`src/verilog/vec_pkg.sv`:
```
// Vector data shapes: lane width, SEW codes, lane word union, destination tag width
`default_nettype none

package vec_pkg;

    localparam int ELEM_W = 64;             // One functional-unit lane
    localparam int TAG_W  = 5;

    typedef enum logic [1:0] {
        SEW_8  = 2'd0,
        SEW_16 = 2'd1,
        SEW_32 = 2'd2,
        SEW_64 = 2'd3
    } sew_e;

    // Same 64-bit lane word seen as elements of each SEW
    typedef union packed {
        logic [7:0][7:0]  b;
        logic [3:0][15:0] h;
        logic [1:0][31:0] w;
        logic [63:0]      d;
    } elem_u;

endpackage

`default_nettype wire

```
`src/verilog/op_pkg.sv`:
```
// Operation codes, multiply class test and per-class latencies
`default_nettype none

package op_pkg;

    typedef enum logic [3:0] {
        OP_ADD    = 4'd0,
        OP_SUB    = 4'd1,
        OP_AND    = 4'd2,
        OP_OR     = 4'd3,
        OP_XOR    = 4'd4,
        OP_MUL    = 4'd5,
        OP_MULHU  = 4'd6,
        OP_MV_X_S = 4'd7
    } vop_e;

    localparam int ALU_LAT        = 1;
    localparam int MUL_LAT_NARROW = 2;  // SEW 8, 16, 32
    localparam int MUL_LAT_WIDE   = 3;  // SEW 64

    function automatic logic is_mul(input vop_e op);
        return (op == OP_MUL) || (op == OP_MULHU);
    endfunction

endpackage

`default_nettype wire

```
`src/verilog/lane_alu.sv`:
```
// Single-cycle element-wise add, sub and logic ops, element 0 scalar extract
`timescale 1ns/100ps
`default_nettype none

module lane_alu #(
    parameter int VLEN = 128
) (
    input  logic             valid_i,
    input  op_pkg::vop_e     op_i,
    input  vec_pkg::sew_e    sew_i,
    input  logic [VLEN-1:0]  op_a_i,
    input  logic [VLEN-1:0]  vs2_i,
    output logic             alu_valid_o,
    output logic [VLEN-1:0]  alu_vd_o,
    output logic             alu_rd_valid_o,
    output logic [63:0]      alu_rd_o
);

    localparam int W     = vec_pkg::ELEM_W;
    localparam int LANES = VLEN / W;

    vec_pkg::elem_u v0;

    // x is the vs2 element, y the first operand
    function automatic logic [63:0] elem_op(input op_pkg::vop_e op,
                                            input logic [63:0] x,
                                            input logic [63:0] y);
        case (op)
            op_pkg::OP_ADD: elem_op = x + y;
            op_pkg::OP_SUB: elem_op = x - y;
            op_pkg::OP_AND: elem_op = x & y;
            op_pkg::OP_OR:  elem_op = x | y;
            default:        elem_op = x ^ y;
        endcase
    endfunction

    for (genvar l = 0; l < LANES; l++) begin : g_lane
        vec_pkg::elem_u ua, ub, ur;

        assign ua = op_a_i[l*W +: W];
        assign ub = vs2_i[l*W +: W];

        // Truncation keeps carries inside each element
        always_comb begin
            ur = '0;
            case (sew_i)
                vec_pkg::SEW_8: begin
                    for (int e = 0; e < 8; e++) begin
                        ur.b[e] = 8'(elem_op(op_i, 64'(ub.b[e]), 64'(ua.b[e])));
                    end
                end
                vec_pkg::SEW_16: begin
                    for (int e = 0; e < 4; e++) begin
                        ur.h[e] = 16'(elem_op(op_i, 64'(ub.h[e]), 64'(ua.h[e])));
                    end
                end
                vec_pkg::SEW_32: begin
                    for (int e = 0; e < 2; e++) begin
                        ur.w[e] = 32'(elem_op(op_i, 64'(ub.w[e]), 64'(ua.w[e])));
                    end
                end
                default: ur.d = elem_op(op_i, ub.d, ua.d);
            endcase
        end

        assign alu_vd_o[l*W +: W] = ur;
    end

    assign v0 = vs2_i[W-1:0];

    always_comb begin
        case (sew_i)
            vec_pkg::SEW_8:  alu_rd_o = {{56{v0.b[0][7]}}, v0.b[0]};
            vec_pkg::SEW_16: alu_rd_o = {{48{v0.h[0][15]}}, v0.h[0]};
            vec_pkg::SEW_32: alu_rd_o = {{32{v0.w[0][31]}}, v0.w[0]};
            default:         alu_rd_o = v0.d;
        endcase
    end

    assign alu_valid_o    = valid_i && !op_pkg::is_mul(op_i) && (op_i != op_pkg::OP_MV_X_S);
    assign alu_rd_valid_o = valid_i && (op_i == op_pkg::OP_MV_X_S);

endmodule

`default_nettype wire

```
`config.mk`:
```
export PLATFORM = sky130hd
export DESIGN_NAME = lane_alu
export DESIGN_NICKNAME = d
export VERILOG_FILES = /design/src/verilog/vec_pkg.sv /design/src/verilog/op_pkg.sv /design/src/verilog/lane_alu.sv
export SDC_FILE = /design/constraint.sdc
export NUM_CORES = 2
export LEC_CHECK = 0
export BUFFER_PORTS_ARGS = -buffer_cell sky130_fd_sc_hd__buf_2
export CORE_UTILIZATION = 24
export DETAILED_ROUTE_END_ITERATION = 8
export PLACE_DENSITY = 0.36
export SETUP_SLACK_MARGIN = 0.2
export SYNTH_ARGS = -nofsm -noshare
export SYNTH_HDL_FRONTEND = slang
export SYNTH_SLANG_ARGS = --single-unit
export TNS_END_PERCENT = 100
```
`constraint.sdc`:
```
create_clock -name vclk -period 10.24
set_clock_uncertainty 0.2 [all_clocks]
set_input_delay 2.048 -clock vclk [all_inputs]
set_output_delay 2.048 -clock vclk [all_outputs]
set_load 0.005 [all_outputs]
```
==> Word level (Yosys, flattened, before mapping) <==
Cells that the tools add are included.
{ "word_totals": {"inputBits": 263, "n_memories": 0, "ram_bits": 0, "elab_cells": 199, "latch_bits": 0, "rom_bits": 0, "reg_bits": 0} }
{ "classes": {"mul": 0, "n_reduce_logical": 7, "eq_ne": 9, "order_cmp": 0, "add_sub_neg": 60, "mux": 33, "n_div": 0, "n_bitwise": 90, "n_shift": 0} }
{ "op_table": {"columns": ["operator", "n"], "rows": [
  ["one-hot mux 64 bit (3 select lines)", 3],
  ["one-hot mux 16 bit (4 select lines)", 8],
  ["one-hot mux 32 bit (4 select lines)", 4],
  ["one-hot mux 64 bit (4 select lines)", 2],
  ["one-hot mux 8 bit (4 select lines)", 16],
  ["adder 16 bit", 8],
  ["adder 32 bit", 4],
  ["adder 64 bit", 2],
  ["adder 8 bit", 16],
  ["AND 16 bit", 8],
  ["AND 32 bit", 4],
  ["AND 64 bit", 2],
  ["AND 8 bit", 16],
  ["bitwise OR 16 bit", 8],
  ["bitwise OR 32 bit", 4],
  ["bitwise OR 64 bit", 2],
  ["bitwise OR 8 bit", 16],
  ["subtractor 16 bit", 8],
  ["subtractor 32 bit", 4],
  ["subtractor 64 bit", 2],
  ["subtractor 8 bit", 16],
  ["XOR 16 bit", 8],
  ["XOR 32 bit", 4],
  ["XOR 64 bit", 2],
  ["other kinds (12)", 32]
]} }

==> Depth between registers and ports, before layout <==
{ "depth": {"ltp_word": 5, "depth_mapped": 23} }

==> Worst setup path before layout <==
Ideal clock, no wire load.
{ "synth_path": {"kind": "input -> output", "start": "input op_i[3]", "end": "output alu_vd_o[125]", "cell_stages": 21, "arrival_time_ns": 6.720, "n_path_buf": 5, "setup_slack_ns": 1.272, "t_required_ns": 7.992, "cell_sequence": "nor2_1 > and3_1 > clkbuf_1 > clkbuf_1 > clkbuf_1 > clkbuf_1 > clkbuf_1 > nor2_1 > xnor2_1 > ha_1 > a21o_1 > a2111o_1 > or3_1 > o211ai_2 > o21bai_2 > a31oi_4 > o31ai_1 > xor2_1 > a221oi_1 > nand3_1 > a311o_1"} }
{ "synth_between": {"elab_chain_len": 3, "word_cells_on_any_way": 9, "cone_classes": "eq/ne (3); mux (5); reduce/logical (1)"} }
{ "synth_rtl": {"columns": ["element", "line_no", "text"], "rows": [
  ["start, declared", "lane_alu.sv:9", "input op_pkg::vop_e op_i,"],
  ["equality test 4 x 2 -> 1 bit, or another cell as far along", "lane_alu.sv:28", "case (op)"],
  ["one-hot mux 64 bit (4 select lines), or another cell as far along", "lane_alu.sv:28", null],
  ["one-hot mux 64 bit (3 select lines) *", "lane_alu.sv:46", "case (sew_i)"],
  ["end, declared", "lane_alu.sv:14", "output logic [VLEN-1:0] alu_vd_o,"]
]} }
Mark *: on every way between the ends. The rest lies on a longest branch, timed or not.

==> Worst setup path in the final report <==
{ "layout_path": {"start": "input op_a_i[97]", "end": "output alu_vd_o[124]"} }
{ "layout_between": {"elab_chain_len": 3, "word_cells_on_any_way": 7, "cone_classes": "add/sub (4); mux (3)"} }
{ "layout_rtl": {"columns": ["element", "line_no", "text"], "rows": [
  ["start, declared", "lane_alu.sv:11", "input logic [VLEN-1:0] op_a_i,"],
  ["subtractor 64 bit, or another cell as far along", "lane_alu.sv:30", "op_pkg::OP_SUB: elem_op = x - y;"],
  ["one-hot mux 64 bit (4 select lines) or one-hot mux 32 bit (4 select lines) (tied branches)", "lane_alu.sv:28", null],
  ["one-hot mux 64 bit (3 select lines) *", "lane_alu.sv:46", null]
]} }
Marked as above.

==> impl_metrics.env <==
export IMPL_antenna_found_initial=30
export IMPL_ir_worst_vdd_v=0.0000174
export IMPL_track_usage=0.251
export IMPL_ios=457
export IMPL_seq_area_um2=0
export IMPL_pwr_share_seq=0
export IMPL_wl_per_cell_um=25.5
export IMPL_seq_cell_count=0
export IMPL_final_cell_mix="576 x ha_1, 454 x buf_2, 449 x a21oi_1, 429 x xnor2_1, 423 x nor2_1"
export IMPL_synth_compound_area_share=0.315
export IMPL_ys_warn_count=0
export IMPL_via_count=34600
export IMPL_synthAdderAreaFrac=0.247
export IMPL_ys_seq_area_frac=0
export IMPL_cts_hold_buf=0
export IMPL_viasPerCell=5.28
export IMPL_final_layout_size_suffix_gt1_frac=0.129
export IMPL_combPwrFrac=1.000
export IMPL_die_area_um2=128000
export IMPL_tns_ns=0
export IMPL_status="completed"
export IMPL_yosys_area_share_xor_xnor=0.154
export IMPL_crit_fanout=6
export IMPL_netlist_area_um2=30400
export IMPL_cp_arrival_ns=7.41
export IMPL_synth_simple_gate_area_share=0.203
export IMPL_p_per_area_nw_per_um2=65.8
export IMPL_post_place_cells=6546
export IMPL_pwr_share_clk=0
export IMPL_syn_to_final_growth_pct=14.5
export IMPL_port_buffers=457
export IMPL_grt_pass1_vias=33800
export IMPL_synthCells=4572
export IMPL_cp_start_kind="primary input"
export IMPL_synth_nets=5427
export IMPL_post_place_ws_ns=0.132
export IMPL_avgSynthCellArea_um2=6.65
export IMPL_internal_power_mw=0.870
export IMPL_startpoint="op_a_i[97]"
export IMPL_drv_slew=0
export IMPL_worst_setup_path_type="primary input to output pin"
export IMPL_finalCriticalPeriod_ns=9.66
export IMPL_cp_required_ns=7.99
export IMPL_max_cap_violations=0
export IMPL_final_period_utilization=0.943
export IMPL_hold_viol_final=0
export IMPL_power_switching_mw=1.42
export IMPL_rows=130
export IMPL_die_w_um=358
export IMPL_nClkBuffers=0
export IMPL_finalSetupViolCount=0
export IMPL_final_cells=6555
export IMPL_die_y_um=358
export IMPL_min_path_type="primary input to output pin"
export IMPL_drc=0
export IMPL_synthTopCellsByArea="ha_1 24%, xnor2_1 12%, a21oi_1 7.4%"
export IMPL_netSwitchingFraction=0.620
export IMPL_synth_area_mux_share=0.00827
export IMPL_routed_wl_um=167000
export IMPL_slew_headroom=0.218
export IMPL_rsz0062_at_grt="no"
export IMPL_worst_pin_slew_ns=1.17
export IMPL_gp_congestion=0.932
export IMPL_grt_overflow_total=0
export IMPL_drt_first_pass_iters=6
export IMPL_p_leak_nw=16.3
export IMPL_ys_types=96
export IMPL_final_common_cell="ha_1"
export IMPL_layout_nets=5755
export IMPL_endpoint_kind="output pin"
export IMPL_core_area_um2=126000
export IMPL_num_fill_cells=14300
export IMPL_yosysTopAreaCell="ha_1"
export IMPL_finalWorstSetupSlack_ns=0.579
export IMPL_synth_top_family_by_area="compound AO/OA/AOI/OAI gates"
export IMPL_min_from="vs2_i[0]"
export IMPL_initial_core_util=0.242
export IMPL_fmax_mhz=104
export IMPL_synth_top_area_frac=0.237
export IMPL_grt_pass1_wl_um=239000
export IMPL_drt_iter0_markers=2521
export IMPL_postRouteAntennaNets=0
export IMPL_grt_max_degree=77
export IMPL_hpwlAfterDp_um=138000
-- cells in the mapped netlist (57+ instances only) --
library cell and count:
nand2_1 416, nand3_1 71, clkbuf_1 179, a31oi_1 69, a21o_1 186, xnor2_1 429
o21ai_0 340, nor2_1 435, ha_1 576, a21oi_1 450, nor3_1 78, inv_1 335
xor2_1 105, nor2b_1 57
-- power groups by stage --
| stage | combinational (mW) | clock (mW) | sequential, mW |
|---|---|---|---|
| floorplan | 1.45 | 0 | 0 |
| global placement | 2.30 | 0 | 0 |
| detailed placement | 2.28 | 0 | 0 |
| CTS | 2.30 | 0 | 0 |
| global route | 2.51 | 0 | 0 |
| finish | 2.29 | 0.0000000378 | 0 |
-- area by class of cell --
type                       count  area [um^2]  share of cell area
tap                         1650         2060              0.0593
inverter                     342         1280              0.0368
timing repair buffer         557         3090              0.0887
antenna                        7         17.5            0.000503
multi-input combinational   3999        28400               0.815
-- final timing paths --
kind / slack (ns) / endpoint / depth (start not counted)
worst max-delay path: 0.58 / alu_vd_o[124] / 21
worst min-delay path: 4.11 / alu_rd_o[0] / 2
-- layer usage --
layer / vias up / wire (um) / global-route usage
met4: 26 / 4420 / 0.0581
met1: 16600 / 73900 / 0.323
met2: 916 / 80800 / 0.445
met5: - / 177 / 0
met3: 145 / 8220 / 0.0255
li1: 16900 / - / -
-- cell families after synthesis --
group / after synthesis
AO/OA/AOI/OAI: 1509
AND/OR/NAND/NOR: 1339
adder cells (fa/ha/maj): 592
buffers and inverters: 573
XOR/XNOR: 534
multiplexers: 25
-- what timing repair did --
| action | in CTS | in global routing |
|---|---|---|
| gates resized for setup | 2 | 13 |
| pin swaps | 1 | 0 |
| setup buffers | 0 | 2 |
| gates cloned | 0 | 0 |
| setup endpoints to repair | 2 | 15 |
-- worst max-delay path, stage by stage --
cell and delay [ns]:
buf_2 0.15, inv_1 0.14, ha_1 0.34, and3_1 0.30, nand4_1 0.21, nor2_1 0.36, and3_1 0.38, or2_2 0.27
nand2_1 0.09, xnor2_1 0.13, ha_1 0.38, and2_1 0.29, nand4_1 0.19, nor4_1 0.42, a21o_1 0.38, a21boi_4 0.10
o41ai_2 0.39, a221oi_2 0.11, xnor2_1 0.17, a221o_1 0.41, buf_2 0.15
-- metrics by stage --
stage / instance area [um^2] / utilization / power (mW) / hold slack (ns)
floorplan: 30400 / - / 1.45 / 3.97
global placement: 34700 / 0.276 / 2.30 / 4.10
detailed placement: 34700 / 0.276 / 2.28 / 4.11
CTS: 34800 / 0.276 / 2.30 / 4.11
global route: 34800 / 0.277 / 2.51 / 4.13
finish: 34800 / 0.277 / 2.29 / 4.11
Note: power is estimated with default switching activity, not from simulation.
