[config.mk]
export PLATFORM = sky130hd
export DESIGN_NAME = operand_bcast
export DESIGN_NICKNAME = d
export VERILOG_FILES = /design/src/verilog/vec_pkg.sv /design/src/verilog/operand_bcast.sv
export SDC_FILE = /design/constraint.sdc
export NUM_CORES = 1
export LEC_CHECK = 0
export ABC_AREA = 1
export BUFFER_PORTS_ARGS = -buffer_cell sky130_fd_sc_hd__clkbuf_2
export CORE_AREA = 2 2 125 127
export DETAILED_ROUTE_END_ITERATION = 8
export DIE_AREA = 0 0 127 129
export GPL_TIMING_DRIVEN = 0
export MAX_ROUTING_LAYER = met4
export PLACE_DENSITY = 0.5
export SLEW_MARGIN = 30
export SYNTH_ARGS = -nofsm -noshare
export SYNTH_HDL_FRONTEND = slang
export SYNTH_SLANG_ARGS = --single-unit
[constraint.sdc]
create_clock -name vclk -period 0.9
set_input_delay 0.135 -clock vclk [all_inputs]
set_output_delay 0.135 -clock vclk [all_outputs]
set_load 0.01 [all_outputs]
[src/verilog/vec_pkg.sv]
// Vector data shapes: lane width, SEW codes, lane word union, destination tag width
`default_nettype none

package vec_pkg;

    localparam int ELEM_W = 64;             // One functional-unit lane
    localparam int TAG_W  = 5;

    typedef enum logic [1:0] {
        SEW_8  = 2'd0,
        SEW_16 = 2'd1,
        SEW_32 = 2'd2,
        SEW_64 = 2'd3
    } sew_e;

    // Same 64-bit lane word seen as elements of each SEW
    typedef union packed {
        logic [7:0][7:0]  b;
        logic [3:0][15:0] h;
        logic [1:0][31:0] w;
        logic [63:0]      d;
    } elem_u;

endpackage

`default_nettype wire

[src/verilog/operand_bcast.sv]
// First operand select: vector source or scalar replicated per SEW
`timescale 1ns/100ps
`default_nettype none

module operand_bcast #(
    parameter int VLEN = 128
) (
    input  vec_pkg::sew_e    sew_i,
    input  logic             scalar_i,
    input  logic [63:0]      rs1_i,
    input  logic [VLEN-1:0]  vs1_i,
    output logic [VLEN-1:0]  op_a_o
);

    localparam int LANES = VLEN / vec_pkg::ELEM_W;

    logic [63:0] rs1_rep;   // One lane worth of replicated scalar

    always_comb begin
        case (sew_i)
            vec_pkg::SEW_8:  rs1_rep = {8{rs1_i[7:0]}};
            vec_pkg::SEW_16: rs1_rep = {4{rs1_i[15:0]}};
            vec_pkg::SEW_32: rs1_rep = {2{rs1_i[31:0]}};
            default:         rs1_rep = rs1_i;
        endcase
    end

    assign op_a_o = scalar_i ? {LANES{rs1_rep}} : vs1_i;

endmodule

`default_nettype wire

== Word level (Yosys, flattened, before mapping) ==
Index checks and enable logic that the tools add are counted.

* Logic and storage cells: 5
* Register bits after elaboration: 0
* Output and inout port bits: 128

* Equal/unequal tests: 2
* Reduce and logical (&&, ||, !) cells: 1
* Multiplexer cells: 2

{| class="wikitable"
|+ Operator list
! cell !! number
|-
| 64-bit case mux with 3 select lines || 1
|-
| 128-bit two-way mux || 1
|-
| 2-bit by 1-bit equality test with 1-bit output, second input constant || 1
|-
| 2-bit equality test, second input constant || 1
|-
| 2-bit logical NOT || 1
|}

== Logic depth before layout (Yosys ltp) ==
Gate-level depths: netlist of run 1.

* Word-level depth: 3
* Mapped depth: 8
* Depth with buffers taken out: 6

== Least setup slack after synthesis of run 1 ==
Ideal clock, no wire load.

* Kind: input port to output port
* Start point: input port sew_i[0]
* End point: output port op_a_o[13]
* Buffers on the path: 2
* Stages: 7
* Arrival: 0.844 ns
* Setup slack: -0.079 ns
* Path through: buf_4 nor2_8 buf_12 nand2_4 o21ai_0 nand2_1 nand2_1

* Longest elaborated chain between the ends: 3

{| class="wikitable"
|+ RTL lines
! item !! RTL line !! source
|-
| start, declared || operand_bcast.sv:8 || <nowiki>input vec_pkg::sew_e sew_i,</nowiki>
|-
| 2-bit equality test, or another cell as far along || operand_bcast.sv:20 || <nowiki>case (sew_i)</nowiki>
|-
| 64-bit case mux with 3 select lines (*) || operand_bcast.sv:20 ||
|-
| 128-bit two-way mux (*) || operand_bcast.sv:28 || <nowiki>assign op_a_o = scalar_i ? {LANES{rs1_rep}} : vs1_i;</nowiki>
|-
| end, declared || operand_bcast.sv:12 || <nowiki>output logic [VLEN-1:0] op_a_o</nowiki>
|}

Mark *: on every way between the ends. The rest lies on a longest branch, timed or not.

== Worst setup path after layout of run 1 ==
* Start point: input port sew_i[0]
* End point: output port op_a_o[106]

Same word-level chain as after synthesis.

==> results of run 1 <==
==> per-layer routing <==
layer	vias up	GRT usage (%)
li1	2339	-
met1	2095	24.28
met2	189	40.29
met3	4	2.536
met4	0	0.8403
met5	-	-
==> placed cells by master (no fill, tap or decap), drive strengths merged <==
| cell type | n |
|---|---|
| nand2 | 348 |
| clkbuf | 274 |
| buf | 110 |
| nor2 | 33 |
| nand3 | 31 |
| o21ai | 21 |
| inv | 21 |
| nand4 | 14 |
| a21oi | 10 |
| o211ai | 8 |
| clkinv | 1 |
| bufbuf | 1 |
==> what timing repair did <==
action | 4_1_cts | 5_1_grt
pin swaps | 24 | 40
setup endpoints to repair | 128 | 128
cloned | 7 | 5
gates resized for setup | 185 | 200
buffers inserted | 9 | 12
==> worst paths after layout <==
check / startpoint / endpoint / slack, ns / depth (start not counted)
worst max-delay path: sew_i[0] / op_a_o[106] / -0.37 / 8
worst min-delay path: vs1_i[105] / op_a_o[105] / 0.54 / 4
==> metrics by stage <==
stage	power, uW	worst slack [ns]	instance area (sq um)	hold slack, ns	instances
after floorplan	1340	-0.06989	2466	0.3828	523
after detailed placement	2653	-0.6342	4308	0.5499	1032
after CTS	3113	-0.3637	5120	0.5499	1048
after global routing	3828	-0.4652	5898	0.5566	1060
after global placement	2648	-0.6585	4308	0.5476	1032
final	3539	-0.3723	5898	0.5411	1060
==> worst max-delay path, delay by kind of cell <==
family / cells / cell delay (ns)
buf+inv: 4 / 0.51
simple gates: 3 / 0.35
compound gates: 1 / 0.14
==> logic make-up (layout without fill, tap and decap cells) <==
| logic type | after synthesis | count (layout) | share of synthesized area [%] |
|---|---|---|---|
| AND/OR/NAND/NOR | 426 | 426 | 76.71 |
| AO/OA/AOI/OAI | 39 | 39 | 10.45 |
| buffers and inverters | 58 | 407 | 12.84 |
==> report_power, final <==
group / switching (uW) / internal [uW]
Combinational: 1870 / 1670
Clock: 0 / 0
Sequential: 0 / 0
==> area by class of cell <==
class / count / area (sq um)
well taps: 188 / 235.2
plain buffers: 33 / 494.2
inverters: 22 / 112.6
multi-input cells: 465 / 2766
repair buffers: 352 / 2290
fillers: 1705 / 9079
==> impl_summary.txt, run 1 <==
----------------------------------------------------
[Setup path]
  Cell type with the highest occurrence count on the critical path ... sky130_fd_sc_hd__buf_12
  Delay of the slowest cell on the worst path ... 0.16 ns
  Max Fanout on Critical Path ... 8
  Worst Path Required ... 0.76 ns
  Cell with the largest stage delay on the worst path ... sky130_fd_sc_hd__nand2_1
  Kind of start point of the critical path ... input pin
  CP Cell Sequence ... buf_12 > buf_12 > nand2_8 > buf_12 > o211ai_1 > nand2_1 > nand2_2 > clkbuf_2
  Worst path arrival time ... between 1 and 1.5 ns
  Critical Path End Type ... output port
  Critical setup path kind ... input pin to output port

[Final layout]
  Share of cells above drive strength 1 ... 67.09%
  Syn-to-layout area delta ... 162.0%
  Share of the core filled with cells ... roughly two fifths
  Clk_buf instances ... 0
  Area used by sequential logic in the layout ... 0 sq um
  Number of nets in the layout ... ~1100
  FFs & Latches ... 0
  N_diodes ... 0

[Timing]
  Final setup vio count ... approximately 130
  Sum Neg Setup Slack ... -31.44 ns
  Worst slew pin tran ... 0.3054 ns
  Final worst-path setup slack ... -0.3723 ns
  Highest clock frequency the design can meet ... 786.0 MHz
  Final count of hold timing violations ... 0
  Setup repair after global routing missed its margin ... yes
  Final worst path period share ... 141.4%
  Final critical path time including I/O delays and setup ... 1.272 ns
  Max-slew violation count ... 0
  Headroom to the max-slew limit ... approximately four fifths

[Die]
  Height of the chip ... 129 um
  Die X-Extent ... around 130 um
  Number of cell rows ... 45
  Die Outline Area ... 16380 sq um
  Standard cell core area ... 14980 sq um
  Initial Utilization ... 15.03%
  I/O pin count ... approximately 320

[Pwr]
  Peak ir drop on the vdd network ... roughly 0.00019 V
  Static Leakage ... 0.003507 uW
  Power per Cell Area ... 600.1 nW/um^2

[Routing]
  Antenna violation net count after detailed routing ... 0
  Number of iterations in the first detailed-routing pass ... 4
  Remaining routing DRC violations ... 0
  Total Routed Length ... 18210 um
  Routed vias/inst ... 4.365
  M1 WL ... 7381 um
  Wirelength per Cell ... 17.18 um
  Wire length on met3 ... 998 um
  Highest routed metal layer ... met4
  Vias after detailed routing ... 4627
  Routed met2 length ... 9766 um
  Starting DRT DRC Count ... 102

[Synthesis]
  Area of the mapped netlist ... 2251 sq um
  Post-synthesis area per instance ... 4.304 sq um
  Most numerous cell types in the synthesized netlist ... sky130_fd_sc_hd__nand2_1, sky130_fd_sc_hd__nor2_1, sky130_fd_sc_hd__nand3_1
  Share of synthesized area occupied by flip-flops and latches ... 0%
  Cell variety after synth ... 19
  Cell accounting for the most synthesized area ... sky130_fd_sc_hd__nand2_1
  Most area-consuming cells after synthesis ... sky130_fd_sc_hd__nand2_1, sky130_fd_sc_hd__nand3_1, sky130_fd_sc_hd__nor2_1
  Total of warnings raised by yosys ... 0
  Synthesized Nets ... 718
  Cell count after synthesis ... 523
  Leading cell type by number of instances after synthesis ... sky130_fd_sc_hd__nand2_1
  Fraction of post-synthesis cell area in the top cell type by area ... about 57%

[Flow run]
  Number of maximum-capacitance constraint violations ... 0

[Placement]
  RD Place Congestion ... 0.8572
  Buffers on Ports ... 321
  Placed wire-length estimate after detailed placement ... approximately 15000 um

[Clock network]
  CTS hold repair buffers ... 0

[GRT]
  Number of global-route vias before repair ... about 4400
  Total global-route track usage ... about a fifth
  Wire length of the first global-routing pass ... 25020 um
  Largest net degree at the start of global routing ... 11
  Overflow after GRT ... 0
  Initial antenna violation count ... 0

[Outcome]
  Violated checks ... setup timing
  Outcome ... complete, but fails checks

[Worst hold path]
  Tightest Hold Check Type ... input pin to output port

----------------------------------------------------
Power figures use the tool's default switching activity.
==> run 2, diff against run 1 <==
Settings changed: CORE_AREA 2 2 125 127 to 5 5 121 123, DIE_AREA 0 0 127 129 to 0 0 126 128, PLACE_DENSITY 0.5 to 0.54.
==> impl_summary.txt, run 2 (synthesized netlist as in run 1, its figures left out) <==
----------------------------------------------------
[Timing]
  Final setup vio count ... 128 (unchanged)
  Setup repair after global routing missed its margin ... yes
  Headroom to the max-slew limit ... 79.65% (+0.085 points)
  Final count of hold timing violations ... 0 (unchanged)
  Final worst path period share ... 147.6% (+6.2 points)
  Worst slew pin tran ... 0.3039 ns (-0.001491 ns)
  Highest clock frequency the design can meet ... 752.8 MHz (-4.2%)
  Final worst-path setup slack ... -0.4285 ns (-0.05616 ns)
  Worst Hold Slack ... 0.5472 ns (+0.006114 ns)
  Final critical path time including I/O delays and setup ... 1.328 ns (+0.05616 ns)
  Max-slew violation count ... 0 (unchanged)

[Outcome]
  Outcome ... complete, but fails checks
  Violated checks ... setup timing

[GRT]
  Number of global-route vias before repair ... 4695 (+6.6%)
  Largest net degree at the start of global routing ... 11 (unchanged)
  Total global-route track usage ... 21.69% (+0.82 points)
  Initial antenna violation count ... 0 (unchanged)
  Overflow after GRT ... 0 (unchanged)
  Wire length of the first global-routing pass ... 26510 um (+6.0%)

[Worst hold path]
  Hold path startpoint ... vs1_i[29]
  Tightest Hold Check Type ... input pin to output port

[Setup path]
  Critical Path End Type ... output port
  Worst path arrival time ... 1.19 ns (+0.05 ns)
  Max Fanout on Critical Path ... 10 (+2)
  Crit. Startpoint ... sew_i[0]
  Cell type with the highest occurrence count on the critical path ... sky130_fd_sc_hd__nand2_2
  Critical setup path kind ... input pin to output port
  Delay of the slowest cell on the worst path ... 0.26 ns (+0.10 ns)
  Cell with the largest stage delay on the worst path ... sky130_fd_sc_hd__nand4_1
  Kind of start point of the critical path ... input pin
  Worst Path Required ... 0.76 ns (about the same)
  CP Cell Sequence ... buf_12 > buf_4 > nand3_1 > nand4_1 > nand2_2 > nand2_2 > clkbuf_2

[Placement]
  Buffers on Ports ... 321 (unchanged)
  Placed wire-length estimate after detailed placement ... 14980 um (+1.8%)
  RD Place Congestion ... 0.8480 (-1.1%)
  Total placed instance area ... 4298 sq um (-0.23%)

[Routing]
  Starting DRT DRC Count ... 141 (+38%)
  Wirelength per Cell ... 17.87 um (+4.0%)
  Routed vias/inst ... 4.399 (+0.77%)
  Remaining routing DRC violations ... 0 (unchanged)
  Total Routed Length ... 18780 um (+3.1%)
  Number of iterations in the first detailed-routing pass ... 4 (unchanged)
  Antenna violation net count after detailed routing ... 0 (unchanged)
  Vias after detailed routing ... 4623 (-0.086%)

[Die]
  Initial Utilization ... 16.60% (+1.6 points)
  Standard cell core area ... 13560 sq um (-9.5%)
  I/O pin count ... 323 (unchanged)
  Die Outline Area ... 16130 sq um (-1.6%)
  Number of cell rows ... 43 (-4.4%)
  Height of the chip ... 128 um (-0.78%)
  Die X-Extent ... 126 um (-0.79%)

[Flow run]
  Number of maximum-capacitance constraint violations ... 0 (unchanged)

[Final layout]
  Clk_buf instances ... 0 (unchanged)
  FFs & Latches ... 0 (unchanged)
  Leading cell types in the layout, fill and taps excluded ... sky130_fd_sc_hd__clkbuf_2, sky130_fd_sc_hd__nand2_1, sky130_fd_sc_hd__nand2_2
  Number of nets in the layout ... 1068 (-0.094%)
  Share of cells above drive strength 1 ... 66.48% (-0.61 points)
  Final non-filler cell area ... 5665 sq um (-3.9%)
  Syn-to-layout area delta ... 151.7%
  Commonest non-fill, non-tap cell in the layout ... sky130_fd_sc_hd__clkbuf_2
  N_diodes ... 0 (unchanged)
  Total area of multi-input combinational cells ... 2630 sq um (-4.9%)
  Area used by sequential logic in the layout ... 0 sq um (unchanged)
  Filler cells ... 1522 (-11%)

[Pwr]
  Power per Cell Area ... 605.2 nW/um^2 (+0.85%)
  Peak ir drop on the vdd network ... 0.0002713 V (+44%)
  Static Leakage ... 0.003478 uW (-0.83%)

[Clock network]
  CTS hold repair buffers ... 0 (unchanged)

----------------------------------------------------
-- run 2: changes by cell type in the layout (fill, tap and decap cells not counted), moves of 5 or more --
cell	delta
sky130_fd_sc_hd__a21oi_2	+5
sky130_fd_sc_hd__a21oi_4	-8
sky130_fd_sc_hd__buf_2	-10
sky130_fd_sc_hd__buf_6	-5
sky130_fd_sc_hd__clkbuf_16	-5
sky130_fd_sc_hd__clkbuf_2	+20
sky130_fd_sc_hd__nand2_1	-10
sky130_fd_sc_hd__nand2_2	+7
sky130_fd_sc_hd__nand2_4	+7
-- run 2: path summary, 6_finish.rpt --
path	depth (start not counted)	endpoint
max	7	op_a_o[27]
min	4	op_a_o[29]
-- run 2: layout make-up --
type               instances  share of cell area, %
multi-input cells        465                  46.42
repair buffers           350                  38.34
plain buffers             34                  9.231
well taps                180                  3.975
inverters                 22                  2.032
-- run 2: repair_timing --
action | in CTS | in global routing
buffers inserted | 15 | 5
setup endpoints to repair | 128 | 128
cloned | 9 | 2
pin swaps | 22 | 16
resized for setup | 204 | 134
-- run 2: per-stage QoR --
| step | setup TNS, ns | total power (uW) | cells | util [%] | setup slack, ns |
|---|---|---|---|---|---|
| 6_report | -27.61 | 3428 | 1051 | 41.79 | -0.4285 |
| 5_1_grt | -34.18 | 3708 | 1051 | 41.79 | -0.3998 |
| 4_1_cts | -28.65 | 3225 | 1048 | 39.06 | -0.3606 |
| 3_5_place_dp | -57.80 | 2665 | 1024 | 31.70 | -0.8312 |
| 3_3_place_gp | -55.98 | 2658 | 1024 | 31.70 | -0.7955 |
| 2_1_floorplan | -2.635 | 1340 | 523 | - | -0.06989 |
-- run 2: where the power goes --
group | switching (uW) | internal, uW
logic | 1840 | 1590
registers | 0 | 0
clock network | 0 | 0
-- run 2: critical path, delay by kind of cell --
family | cells | cell delay (ns)
buffers and inverters | 3 | 0.42
AND/OR/NAND/NOR | 4 | 0.63
-- run 2: per-layer routing --
| layer | global-route usage [%] | up-vias | routed length, um |
|---|---|---|---|
| met5 | - | - | 0 |
| met4 | 2.965 | 0 | 284 |
| met3 | 2.083 | 14 | 942 |
| met2 | 40.28 | 211 | 9770 |
| met1 | 26.03 | 2063 | 7782 |
| li1 | - | 2335 | - |
